## src/verilog/mips_params.svh

```systemverilog
`ifndef MIPS_PARAMS_SVH
`define MIPS_PARAMS_SVH

// first fetch address after reset
`define MIPS_RESET_VECTOR 32'hBFC0_0000

// fetching from this address stops the core
`define MIPS_HALT_ADDR 32'h0000_0000

// result register, exported on register_v0
`define MIPS_REG_V0 5'd2

// link register written by jal
`define MIPS_REG_RA 5'd31

`endif

```

## src/verilog/mips_pkg.sv

```systemverilog
package mips_pkg;

  // primary opcodes, instr[31:26]
  typedef enum logic [5:0] {
    OP_SPECIAL = 6'h00,
    OP_J       = 6'h02,
    OP_JAL     = 6'h03,
    OP_BEQ     = 6'h04,
    OP_BNE     = 6'h05,
    OP_ADDIU   = 6'h09,
    OP_SLTI    = 6'h0A,
    OP_SLTIU   = 6'h0B,
    OP_ANDI    = 6'h0C,
    OP_ORI     = 6'h0D,
    OP_XORI    = 6'h0E,
    OP_LUI     = 6'h0F,
    OP_LW      = 6'h23,
    OP_SW      = 6'h2B
  } opcode_t;

  // function codes under SPECIAL, instr[5:0]
  typedef enum logic [5:0] {
    FN_SLL  = 6'h00,
    FN_SRL  = 6'h02,
    FN_SRA  = 6'h03,
    FN_JR   = 6'h08,
    FN_ADDU = 6'h21,
    FN_SUBU = 6'h23,
    FN_AND  = 6'h24,
    FN_OR   = 6'h25,
    FN_XOR  = 6'h26,
    FN_NOR  = 6'h27,
    FN_SLT  = 6'h2A,
    FN_SLTU = 6'h2B
  } funct_t;

  typedef enum logic [3:0] {
    ALU_ADD, ALU_SUB, ALU_AND, ALU_OR, ALU_XOR, ALU_NOR,
    ALU_SLT, ALU_SLTU, ALU_SLL, ALU_SRL, ALU_SRA, ALU_LUI
  } alu_op_t;

  typedef enum logic {
    CPU_RUN    = 1'b0,
    CPU_HALTED = 1'b1
  } cpu_state_t;

  // decode -> execute pipeline register
  typedef struct packed {
    logic        valid;
    alu_op_t     alu_op;
    logic [31:0] operand_a;
    logic [31:0] operand_b;
    logic [4:0]  shamt;
    logic [31:0] store_data;
    logic        mem_read;
    logic        mem_write;
    logic        link;
    logic [31:0] link_addr;
    logic [4:0]  dest;
    logic        reg_write;
  } ex_op_t;

  // execute -> register file and bypass
  typedef struct packed {
    logic        reg_write;
    logic [4:0]  dest;
    logic [31:0] data;
  } wb_t;

endpackage

```

## src/verilog/alu.sv

```systemverilog
module alu (
  input  mips_pkg::alu_op_t op,
  input  logic [31:0]       a,
  input  logic [31:0]       b,
  input  logic [4:0]        shamt,
  output logic [31:0]       result
);
  import mips_pkg::*;

  always_comb begin
    case (op)
      ALU_ADD:  result = a + b;
      ALU_SUB:  result = a - b;
      ALU_AND:  result = a & b;
      ALU_OR:   result = a | b;
      ALU_XOR:  result = a ^ b;
      ALU_NOR:  result = ~(a | b);
      ALU_SLT:  result = {31'h0, $signed(a) < $signed(b)};
      ALU_SLTU: result = {31'h0, a < b};
      // shifts act on the rt operand
      ALU_SLL:  result = b << shamt;
      ALU_SRL:  result = b >> shamt;
      ALU_SRA:  result = $signed(b) >>> shamt;
      ALU_LUI:  result = {b[15:0], 16'h0000};
      default:  result = 32'h0;
    endcase
  end

endmodule

```

## src/verilog/decode_stage.sv

```systemverilog
`include "mips_params.svh"

module decode_stage (
  input  logic                 clk,
  input  logic                 reset,
  input  logic                 clk_enable,
  input  mips_pkg::cpu_state_t state,
  input  logic [31:0]          instr,
  input  logic [31:0]          pc_plus4,
  input  logic [31:0]          rdata_a,
  input  logic [31:0]          rdata_b,
  input  mips_pkg::wb_t        wb,
  output logic [4:0]           raddr_a,
  output logic [4:0]           raddr_b,
  output logic                 redirect,
  output logic [31:0]          target,
  output mips_pkg::ex_op_t     ex_op
);
  import mips_pkg::*;

  opcode_t     opcode;
  funct_t      funct;
  logic        issue;
  logic [31:0] rs_val;
  logic [31:0] rt_val;
  logic [31:0] imm_ext;
  logic        use_imm, zero_ext;
  logic        reg_write, mem_read, mem_write, link;
  logic        is_beq, is_bne, is_jump, is_jr;
  alu_op_t     alu_op;
  logic [4:0]  dest;
  ex_op_t      ex_next;

  assign opcode  = opcode_t'(instr[31:26]);
  assign funct   = funct_t'(instr[5:0]);
  assign raddr_a = instr[25:21];
  assign raddr_b = instr[20:16];

  // nothing issues while halted or at the halt address
  assign issue = (state == CPU_RUN) && ((pc_plus4 - 32'd4) != `MIPS_HALT_ADDR);

  // forward the result of the instruction in execute
  assign rs_val = (wb.reg_write && wb.dest == raddr_a && raddr_a != 5'd0) ? wb.data : rdata_a;
  assign rt_val = (wb.reg_write && wb.dest == raddr_b && raddr_b != 5'd0) ? wb.data : rdata_b;

  assign imm_ext = zero_ext ? {16'h0000, instr[15:0]} : {{16{instr[15]}}, instr[15:0]};

  always_comb begin
    alu_op    = ALU_ADD;
    use_imm   = 1'b0;
    zero_ext  = 1'b0;
    dest      = instr[15:11];
    reg_write = 1'b0;
    mem_read  = 1'b0;
    mem_write = 1'b0;
    link      = 1'b0;
    is_beq    = 1'b0;
    is_bne    = 1'b0;
    is_jump   = 1'b0;
    is_jr     = 1'b0;
    case (opcode)
      OP_SPECIAL: begin
        reg_write = 1'b1;
        case (funct)
          FN_SLL:  alu_op = ALU_SLL;
          FN_SRL:  alu_op = ALU_SRL;
          FN_SRA:  alu_op = ALU_SRA;
          FN_ADDU: alu_op = ALU_ADD;
          FN_SUBU: alu_op = ALU_SUB;
          FN_AND:  alu_op = ALU_AND;
          FN_OR:   alu_op = ALU_OR;
          FN_XOR:  alu_op = ALU_XOR;
          FN_NOR:  alu_op = ALU_NOR;
          FN_SLT:  alu_op = ALU_SLT;
          FN_SLTU: alu_op = ALU_SLTU;
          FN_JR: begin
            reg_write = 1'b0;
            is_jr     = 1'b1;
          end
          default: reg_write = 1'b0;
        endcase
      end
      OP_ADDIU, OP_SLTI, OP_SLTIU, OP_ANDI, OP_ORI, OP_XORI, OP_LUI: begin
        use_imm   = 1'b1;
        dest      = instr[20:16];
        reg_write = 1'b1;
        zero_ext  = (opcode == OP_ANDI) || (opcode == OP_ORI) || (opcode == OP_XORI);
        case (opcode)
          OP_SLTI:  alu_op = ALU_SLT;
          OP_SLTIU: alu_op = ALU_SLTU;
          OP_ANDI:  alu_op = ALU_AND;
          OP_ORI:   alu_op = ALU_OR;
          OP_XORI:  alu_op = ALU_XOR;
          OP_LUI:   alu_op = ALU_LUI;
          default:  alu_op = ALU_ADD;
        endcase
      end
      OP_LW: begin
        use_imm   = 1'b1;
        dest      = instr[20:16];
        reg_write = 1'b1;
        mem_read  = 1'b1;
      end
      OP_SW: begin
        use_imm   = 1'b1;
        mem_write = 1'b1;
      end
      OP_BEQ: is_beq = 1'b1;
      OP_BNE: is_bne = 1'b1;
      OP_J:   is_jump = 1'b1;
      OP_JAL: begin
        is_jump   = 1'b1;
        link      = 1'b1;
        dest      = `MIPS_REG_RA;
        reg_write = 1'b1;
      end
      default: reg_write = 1'b0;
    endcase
  end

  // branch and jump resolution
  always_comb begin
    if (is_jr) begin
      target = rs_val;
    end else if (is_jump) begin
      target = {pc_plus4[31:28], instr[25:0], 2'b00};
    end else begin
      target = pc_plus4 + {imm_ext[29:0], 2'b00};
    end
  end

  assign redirect = issue && (is_jump || is_jr || (is_beq && rs_val == rt_val) ||
                              (is_bne && rs_val != rt_val));

  always_comb begin
    ex_next.valid      = issue;
    ex_next.alu_op     = alu_op;
    ex_next.operand_a  = rs_val;
    ex_next.operand_b  = use_imm ? imm_ext : rt_val;
    ex_next.shamt      = instr[10:6];
    ex_next.store_data = rt_val;
    ex_next.mem_read   = mem_read;
    ex_next.mem_write  = mem_write;
    ex_next.link       = link;
    // return address skips the delay slot
    ex_next.link_addr  = pc_plus4 + 32'd4;
    ex_next.dest       = dest;
    ex_next.reg_write  = reg_write;
  end

  always_ff @(posedge clk) begin
    if (reset) begin
      ex_op.valid <= 1'b0;
    end else if (clk_enable) begin
      ex_op <= ex_next;
    end
  end

endmodule

```

## src/verilog/execute_stage.sv

```systemverilog
module execute_stage (
  input  mips_pkg::ex_op_t ex_op,
  input  logic [31:0]      data_readdata,
  output logic [31:0]      data_address,
  output logic             data_read,
  output logic             data_write,
  output logic [31:0]      data_writedata,
  output mips_pkg::wb_t    wb
);

  logic [31:0] alu_result;

  alu u_alu (
    .op     (ex_op.alu_op),
    .a      (ex_op.operand_a),
    .b      (ex_op.operand_b),
    .shamt  (ex_op.shamt),
    .result (alu_result)
  );

  // effective address comes straight from the adder
  assign data_address   = alu_result;
  assign data_read      = ex_op.valid && ex_op.mem_read;
  assign data_write     = ex_op.valid && ex_op.mem_write;
  assign data_writedata = ex_op.store_data;

  always_comb begin
    wb.reg_write = ex_op.valid && ex_op.reg_write;
    wb.dest      = ex_op.dest;
    if (ex_op.mem_read) begin
      wb.data = data_readdata;
    end else if (ex_op.link) begin
      wb.data = ex_op.link_addr;
    end else begin
      wb.data = alu_result;
    end
  end

endmodule

```

## src/verilog/fetch_unit.sv

```systemverilog
`include "mips_params.svh"

module fetch_unit (
  input  logic                 clk,
  input  logic                 reset,
  input  logic                 clk_enable,
  input  logic                 redirect,
  input  logic [31:0]          target,
  output logic [31:0]          pc,
  output logic [31:0]          pc_plus4,
  output mips_pkg::cpu_state_t state
);
  import mips_pkg::*;

  // target waiting for the delay slot to be fetched
  logic        pend_valid;
  logic [31:0] pend_target;

  assign pc_plus4 = pc + 32'd4;

  always_ff @(posedge clk) begin
    if (reset) begin
      pc         <= `MIPS_RESET_VECTOR;
      state      <= CPU_RUN;
      pend_valid <= 1'b0;
    end else if (clk_enable && state == CPU_RUN) begin
      if (pc == `MIPS_HALT_ADDR) begin
        // pc stays put from here on
        state      <= CPU_HALTED;
        pend_valid <= 1'b0;
      end else begin
        pc         <= pend_valid ? pend_target : pc_plus4;
        pend_valid <= redirect;
      end
    end
  end

  // holder payload, qualified by pend_valid
  always_ff @(posedge clk) begin
    if (clk_enable && redirect) begin
      pend_target <= target;
    end
  end

endmodule

```

## src/verilog/mips_cpu_harvard.sv

```systemverilog
module mips_cpu_harvard (
  input  logic        clk,
  input  logic        reset,
  output logic        active,
  output logic [31:0] register_v0,

  input  logic        clk_enable,

  output logic [31:0] instr_address,
  input  logic [31:0] instr_readdata,

  output logic [31:0] data_address,
  output logic        data_write,
  output logic        data_read,
  output logic [31:0] data_writedata,
  input  logic [31:0] data_readdata
);
  import mips_pkg::*;

  logic [31:0] pc_plus4;
  logic        redirect;
  logic [31:0] target;
  cpu_state_t  state;
  logic [4:0]  raddr_a;
  logic [4:0]  raddr_b;
  logic [31:0] rdata_a;
  logic [31:0] rdata_b;
  ex_op_t      ex_op;
  wb_t         wb;

  assign active = (state == CPU_RUN);

  fetch_unit u_fetch (
    .clk        (clk),
    .reset      (reset),
    .clk_enable (clk_enable),
    .redirect   (redirect),
    .target     (target),
    .pc         (instr_address),
    .pc_plus4   (pc_plus4),
    .state      (state)
  );

  decode_stage u_decode (
    .clk        (clk),
    .reset      (reset),
    .clk_enable (clk_enable),
    .state      (state),
    .instr      (instr_readdata),
    .pc_plus4   (pc_plus4),
    .rdata_a    (rdata_a),
    .rdata_b    (rdata_b),
    .wb         (wb),
    .raddr_a    (raddr_a),
    .raddr_b    (raddr_b),
    .redirect   (redirect),
    .target     (target),
    .ex_op      (ex_op)
  );

  register_file u_regs (
    .clk         (clk),
    .reset       (reset),
    .clk_enable  (clk_enable),
    .raddr_a     (raddr_a),
    .raddr_b     (raddr_b),
    .wb          (wb),
    .rdata_a     (rdata_a),
    .rdata_b     (rdata_b),
    .register_v0 (register_v0)
  );

  execute_stage u_execute (
    .ex_op          (ex_op),
    .data_readdata  (data_readdata),
    .data_address   (data_address),
    .data_read      (data_read),
    .data_write     (data_write),
    .data_writedata (data_writedata),
    .wb             (wb)
  );

endmodule

```

## src/verilog/register_file.sv

```systemverilog
`include "mips_params.svh"

module register_file (
  input  logic          clk,
  input  logic          reset,
  input  logic          clk_enable,
  input  logic [4:0]    raddr_a,
  input  logic [4:0]    raddr_b,
  input  mips_pkg::wb_t wb,
  output logic [31:0]   rdata_a,
  output logic [31:0]   rdata_b,
  output logic [31:0]   register_v0
);

  logic [31:0] regs [32];

  // r0 always reads as zero
  assign rdata_a     = (raddr_a == 5'd0) ? 32'h0 : regs[raddr_a];
  assign rdata_b     = (raddr_b == 5'd0) ? 32'h0 : regs[raddr_b];
  assign register_v0 = regs[`MIPS_REG_V0];

  always_ff @(posedge clk) begin
    if (reset) begin
      for (int i = 0; i < 32; i++) begin
        regs[i] <= 32'h0;
      end
    end else if (clk_enable && wb.reg_write && wb.dest != 5'd0) begin
      regs[wb.dest] <= wb.data;
    end
  end

endmodule
```

## config.mk

```make
export PLATFORM = sky130hd
export DESIGN_NAME = mips_cpu_harvard
export DESIGN_NICKNAME = d
export VERILOG_FILES = /design/src/verilog/mips_pkg.sv /design/src/verilog/alu.sv /design/src/verilog/decode_stage.sv /design/src/verilog/execute_stage.sv /design/src/verilog/fetch_unit.sv /design/src/verilog/mips_cpu_harvard.sv /design/src/verilog/register_file.sv
export VERILOG_INCLUDE_DIRS = /design/src /design/src/verilog
export SDC_FILE = /design/constraint.sdc
export NUM_CORES = 2
export LEC_CHECK = 0
export BUFFER_PORTS_ARGS = -buffer_cell sky130_fd_sc_hd__buf_2
export CAP_MARGIN = 20
export CORE_MARGIN = 3
export CORE_UTILIZATION = 24
export DETAILED_ROUTE_END_ITERATION = 7
export GPL_ROUTABILITY_DRIVEN = 0
export PLACE_DENSITY = 0.47
export RECOVER_POWER = 50
export REMOVE_ABC_BUFFERS = 1
export SYNTH_ARGS = -nofsm -noshare
export SYNTH_HDL_FRONTEND = slang
export SYNTH_SLANG_ARGS = --single-unit
export TNS_END_PERCENT = 30
```

## constraint.sdc

```tcl
create_clock -name clk -period 13.2 [get_ports clk]
set_clock_uncertainty 0.1 [all_clocks]
set_input_delay 0.66 -clock clk [delete_from_list [all_inputs] [get_ports clk]]
set_output_delay 0.66 -clock clk [all_outputs]
set_load 0.005 [all_outputs]
```

== After elaboration in Yosys (flattened, before gate mapping) ==
Memories as Yosys holds them, arrays and structs flattened.
Index checks and enable logic that the tools add are counted.
Storage, ports and cells
  flip-flop bits (word level): 213
  memory bits (writable): 1024
  output and inout bits: 131
  logic and storage cells: 151
  memories kept: 1
Cells by class
  add/sub/neg operators: 6
  magnitude comparators: 2
  equal/unequal tests: 39
  shift operators: 3
  multiplexer cells: 37
  bitwise gates (word level): 7
  reductions and logical operators: 40
Memories
  u_regs.regs: depth 32, bits a word 32, read ports 3, clocked after Yosys merged registers in 0, wr ports 32, line register_file.sv:15  | logic [31:0] regs [32];
Operators with widths (number)
  $mux W32: 12
  $pmux W32 S12: 1
  $add A32 B3 Y32 const B: 2
  $add A32 B32 Y32: 2
  $lt A32 B32 Y1: 2
  $eq A6 B6 Y1 const B: 10
  $eq A6 B4 Y1 const B: 8
  $pmux W4 S10: 1
  $and A32 B32 Y32: 1
  $eq A32 B32 Y1: 1
  $logic_not A32 Y1: 1
  $ne A32 B32 Y1: 1
  $not A32 Y32: 1
  $or A32 B32 Y32: 1
  $reduce_bool A32 Y1: 1
  $reduce_or A32 Y1: 1
  $shl A32 B5 Y32: 1
  $shr A32 B5 Y32: 1
  $sshr A32 B5 Y32: 1
  $sub A32 B3 Y32 const B: 1
  $sub A32 B32 Y32: 1
  $xor A32 B32 Y32: 1
  $eq A6 B2 Y1 const B: 4
  $pmux W4 S6: 1
  24 further kinds: 77

== Logic depth before layout (Yosys ltp) ==
  depth after elaboration: 12
  gate-level depth with buffers: 22
  gate-level depth less buffers: 21

== Cells and area by module ==
From an unflattened synthesis, not the netlist that was laid out.
Second synthesis, totals
  cell total of the unflattened synthesis: 6390
  area total of the unflattened synthesis: 77041.4 um^2
Modules (own cells, without submodules)
  register_file: times used 1, cells an instance 3498, area an instance 54146.9 um^2
  decode_stage: times used 1, cells an instance 981, area an instance 9636.7 um^2
  alu: times used 1, cells an instance 1396, area an instance 8802.2 um^2
  fetch_unit: times used 1, cells an instance 367, area an instance 3448.3 um^2
  execute_stage: times used 1, cells an instance 147, area an instance 1003.5 um^2
  mips_cpu_harvard: times used 1, cells an instance 1, area an instance 3.8 um^2

== Worst setup path after synthesis ==
No wires, ideal clock.
  path kind: input to register
  from: input port reset
  to: memory u_regs.regs[16][0], enable pin
  setup time: 0.389 ns
  arrival: 9.729 ns
  required time: 12.711 ns
  setup slack: 2.981 ns
  stages on the path: 6
  buffers on the path: 1
  path through: nor2b_1 > nand3_1 > nor4_1 > nand2_1 > clkbuf_1 > nand2_1
RTL lines
  start, declared: line mips_cpu_harvard.sv:3  | input logic reset,
  end, declared: line register_file.sv:15

==> metrics.csv <==
stage;metric;value;unit
status;status;complete, but fails checks;
status;violations;DRC, capacitance limit, slew limit;
global_route;top_usage_layer;met2;
clock_tree;cts_buffer_depth;3;
final_layout;final_cell_area;87100;sq um
floorplan;dieHeight;573;microns
power;switching_share;0.307;
clock_tree;numCtsBuffers;151;
worst_hold_path;hp-class;input port to register;
synth;synth_edf_count;1202;
final_layout;final_nets;6667;
worst_setup_path;required;12970;ps
power;seqPwrFrac;0.430;
sta;post-route-min-period;8360;ps
worst_hold_path;holdPathStages;3;
power;internal_power;7.44;mW
global_route;met2_usage;0.320;
flow_run;max_cap_violations;55;
sta;hold_viol;0;
power;p_comb_frac;0.187;
global_route;antenna_found_initial;25;
global_route;gr-total-overflow;0;
clock_tree;hold_buffers;0;
worst_setup_path;timing.rr.start;u_decode.ex_op[74];
synth;synth_cell_type_count;103;
power;switchingPower;3.30;mW
synth;ys_ff_latch;1237;
global_route;grtUsageMet1;0.270;
floorplan;initial_core_util;0.242;
clock_tree;clock_latency;850;ps
global_route;grt_pass1_vias;59100;
floorplan;rows;207;
final_layout;layout_commonest_cell;nor2_1;
synth;ys_async_sr_fraction;0;
clock_tree;clk_pin_slew;60;ps
sta;worst_pin_slew;3440;ps
clock_tree;cts_setup_buffers;0;
floorplan;die_x;573;microns
floorplan;dieArea;328000;sq um
power;p_per_area;123;nW/um^2
worst_setup_path;reg2reg_to;u_fetch.pend_target[24];
power;leakagePower;30.9;nW
synth;syn_area_per_cell;11.8;sq um
sta;holdWs;168;ps
clock_tree;cts_tree;built;
sta;min_period_over_period;0.634;
synth;yosys_most_used_dff;edfxtp_1;
synth;synthCells;6543;
final_layout;syn_to_final_growth;13.0;%
route;wl_per_cell;32.4;microns
worst_setup_path;critPathKind;input port to register;
worst_setup_path;crit_fanout;148;
power;clkPwrFrac;0.383;
sta;slew_headroom;-1.30;
worst_setup_path;critPathArrivalTime;8130;ps
sta;finalSetupTns;0;ps
global_route;met3_usage;0.0510;
route;first_iter_violations;9470;
sta;rsz0062_at_grt;false;
route;ant_nets;0;
worst_setup_path;end_kind;register;
clock_tree;cts_max_level;4;
placement;port_buffers;197;
route;firstDrtPassIters;8;
final_layout;fill_cells;33000;
synth;syn_area;77000;sq um
placement;postPlaceCellArea;82700;sq um
synth;seq_area_frac_synth;0.478;
global_route;grt_pass1_wl;482;mm
worst_setup_path;cp-start-kind;input port;
final_layout;layout_common_cells;nor2_1 (1,289), edfxtp_1 (1,202), mux4_2 (637);
clock_tree;clock-sinks;1237;
sta;maxSlewViolCount;1694;
floorplan;core;319000;sq um
synth;yosys_warnings;0;
route;via_per_inst;5.65;
global_route;grt_max_degree;149;
final_layout;drive_gt1_frac;0.190;
worst_setup_path;reg2reg_slack;4940;ps
global_route;gr-usage-all-layers;0.208;
worst_setup_path;worstRegToRegCells;17;
route;drt-total-wl;352;mm
sta;max_freq;120;MHz
clock_tree;cts_root_buffer;clkbuf_16;
route;vias;61400;
worst_hold_path;holdPathEnd;u_fetch.state;
route;post-route-drc-count;1;
clock_tree;cts_resized;0;
placement;post-dp-hpwl;233;mm
floorplan;io_pins;198;
power;ir_drop;0.0893;mV
worst_hold_path;hp-start;clk_enable;
sta;finalSetupViolations;0;
[power groups by stage]
| stage | registers (mW) | logic (mW) | clock network, mW |
|---|---|---|---|
| finish | 4.61 | 2.01 | 4.12 |
| CTS | 4.60 | 1.96 | 4.17 |
| global route | 4.62 | 2.07 | 4.32 |
| detailed placement | 4.68 | 1.95 | 0 |
| floorplan | 4.64 | 1.02 | 0 |
| global placement | 4.67 | 1.95 | 0 |
[worst max-delay path, stage by stage]
cell and delay (ps):
clkbuf_1 740, nor2b_4 80, buf_12 280, nand3_1 340, nor2_1 80, and2_0 420
nand2_2 140, clkbuf_1 2380, nand2_1 2890
[final cells by class]
class / count / area (sq um) / area share
timing repair buffer: 375 / 2240 / 0.0257
clock buffer: 201 / 4010 / 0.0460
clock inverter: 72 / 763 / 0.00876
sequential: 1237 / 36800 / 0.423
antenna: 12 / 30.0 / 0.000345
tap: 4284 / 5360 / 0.0616
multi-input combinational: 4525 / 37200 / 0.428
inverter: 170 / 638 / 0.00733
[per-stage QoR]
step | std cells | setup slack, ps | total power [mW] | utilization
floorplan | 5932 | 2640 | 5.66 | -
global placement | 10600 | 5260 | 6.62 | 0.259
detailed placement | 10600 | 5270 | 6.63 | 0.259
CTS | 10900 | 5200 | 10.7 | 0.274
global route | 10900 | 4770 | 11.0 | 0.273
finish | 10900 | 4840 | 10.7 | 0.273
[kinds of logic (layout without fill, tap and decap cells)]
group                    Yosys count  after routing  share of synthesized area
AND/OR/NAND/NOR                 2278           2278                      0.127
flip-flops                      1237           1237                      0.478
AO/OA/AOI/OAI                   1081           1081                     0.0952
multiplexers                     875            875                      0.219
buffers and inverters            812            818                     0.0447
adder cells (fa/ha/maj)          140            140                     0.0230
XOR/XNOR                         119            119                     0.0135
other                              1             44                  0.0000487
[cells in the mapped netlist (all sizes together), types with 12 or more instances]
| master | instances | area share |
|---|---|---|
| or3 | 21 | 0.0017 |
| o21bai | 31 | 0.0033 |
| nor3b | 13 | 0.0013 |
| nand2b | 44 | 0.0036 |
| a211o | 16 | 0.0018 |
| and3 | 31 | 0.0025 |
| clkbuf | 433 | 0.021 |
| a211oi | 60 | 0.0059 |
| a32oi | 16 | 0.0018 |
| nor2b | 51 | 0.0041 |
| mux2 | 77 | 0.011 |
| xnor2 | 76 | 0.0086 |
| ha | 137 | 0.022 |
| o211ai | 60 | 0.0059 |
| nor4 | 48 | 0.0041 |
| edfxtp | 1202 | 0.47 |
| a31oi | 46 | 0.0037 |
| a22o | 12 | 0.0014 |
| buf | 209 | 0.015 |
| or4 | 14 | 0.0014 |
| a2111oi | 24 | 0.0029 |
| xor2 | 43 | 0.0049 |
| inv | 168 | 0.0082 |
| nor3 | 97 | 0.0063 |
| mux2i | 161 | 0.021 |
| nor2 | 1292 | 0.063 |
| or2 | 19 | 0.0015 |
| o21a | 23 | 0.0022 |
| a22oi | 55 | 0.0054 |
| dfxtp | 35 | 0.0091 |
| a21oi | 266 | 0.017 |
| o22a | 16 | 0.0018 |
| mux4 | 637 | 0.19 |
| nand3 | 92 | 0.0060 |
| and2 | 30 | 0.0024 |
| o221ai | 24 | 0.0030 |
| nand2 | 451 | 0.022 |
| a221oi | 19 | 0.0022 |
| nand4 | 35 | 0.0028 |
| o21ai | 188 | 0.012 |
| o22ai | 50 | 0.0041 |
| o31ai | 25 | 0.0024 |
| o311ai | 13 | 0.0015 |
| a21o | 36 | 0.0035 |
[registers in the layout, indices dropped and copies added, names as in the netlist]
signal	flops
u_regs.regs	1024
u_decode.ex_op	147
u_fetch.pc	32
u_fetch.pend_target	32
u_fetch.pend_valid	1
u_fetch.state	1
[routing by layer]
layer	part of all wire	up-vias
li1	-	24600
met5	0.00028	-
met3	0.11	870
met4	0.063	14
met2	0.44	4236
met1	0.38	31700
[worst max-delay path by stage]
stage,startpoint,endpoint,slack (ps),depth (start not counted)
floorplan,reset,u_regs.regs[16][0],2640,5
global placement,u_decode.ex_op[74],u_fetch.pend_target[27],5260,16
detailed placement,u_decode.ex_op[74],u_fetch.pend_target[27],5270,16
CTS,u_decode.ex_op[74],u_fetch.pend_target[24],5200,16
global route,u_decode.ex_op[74],u_fetch.pend_target[22],4770,17
finish,reset,u_regs.regs[1][26],4840,9
Note: power is estimated with default switching activity, not from simulation.
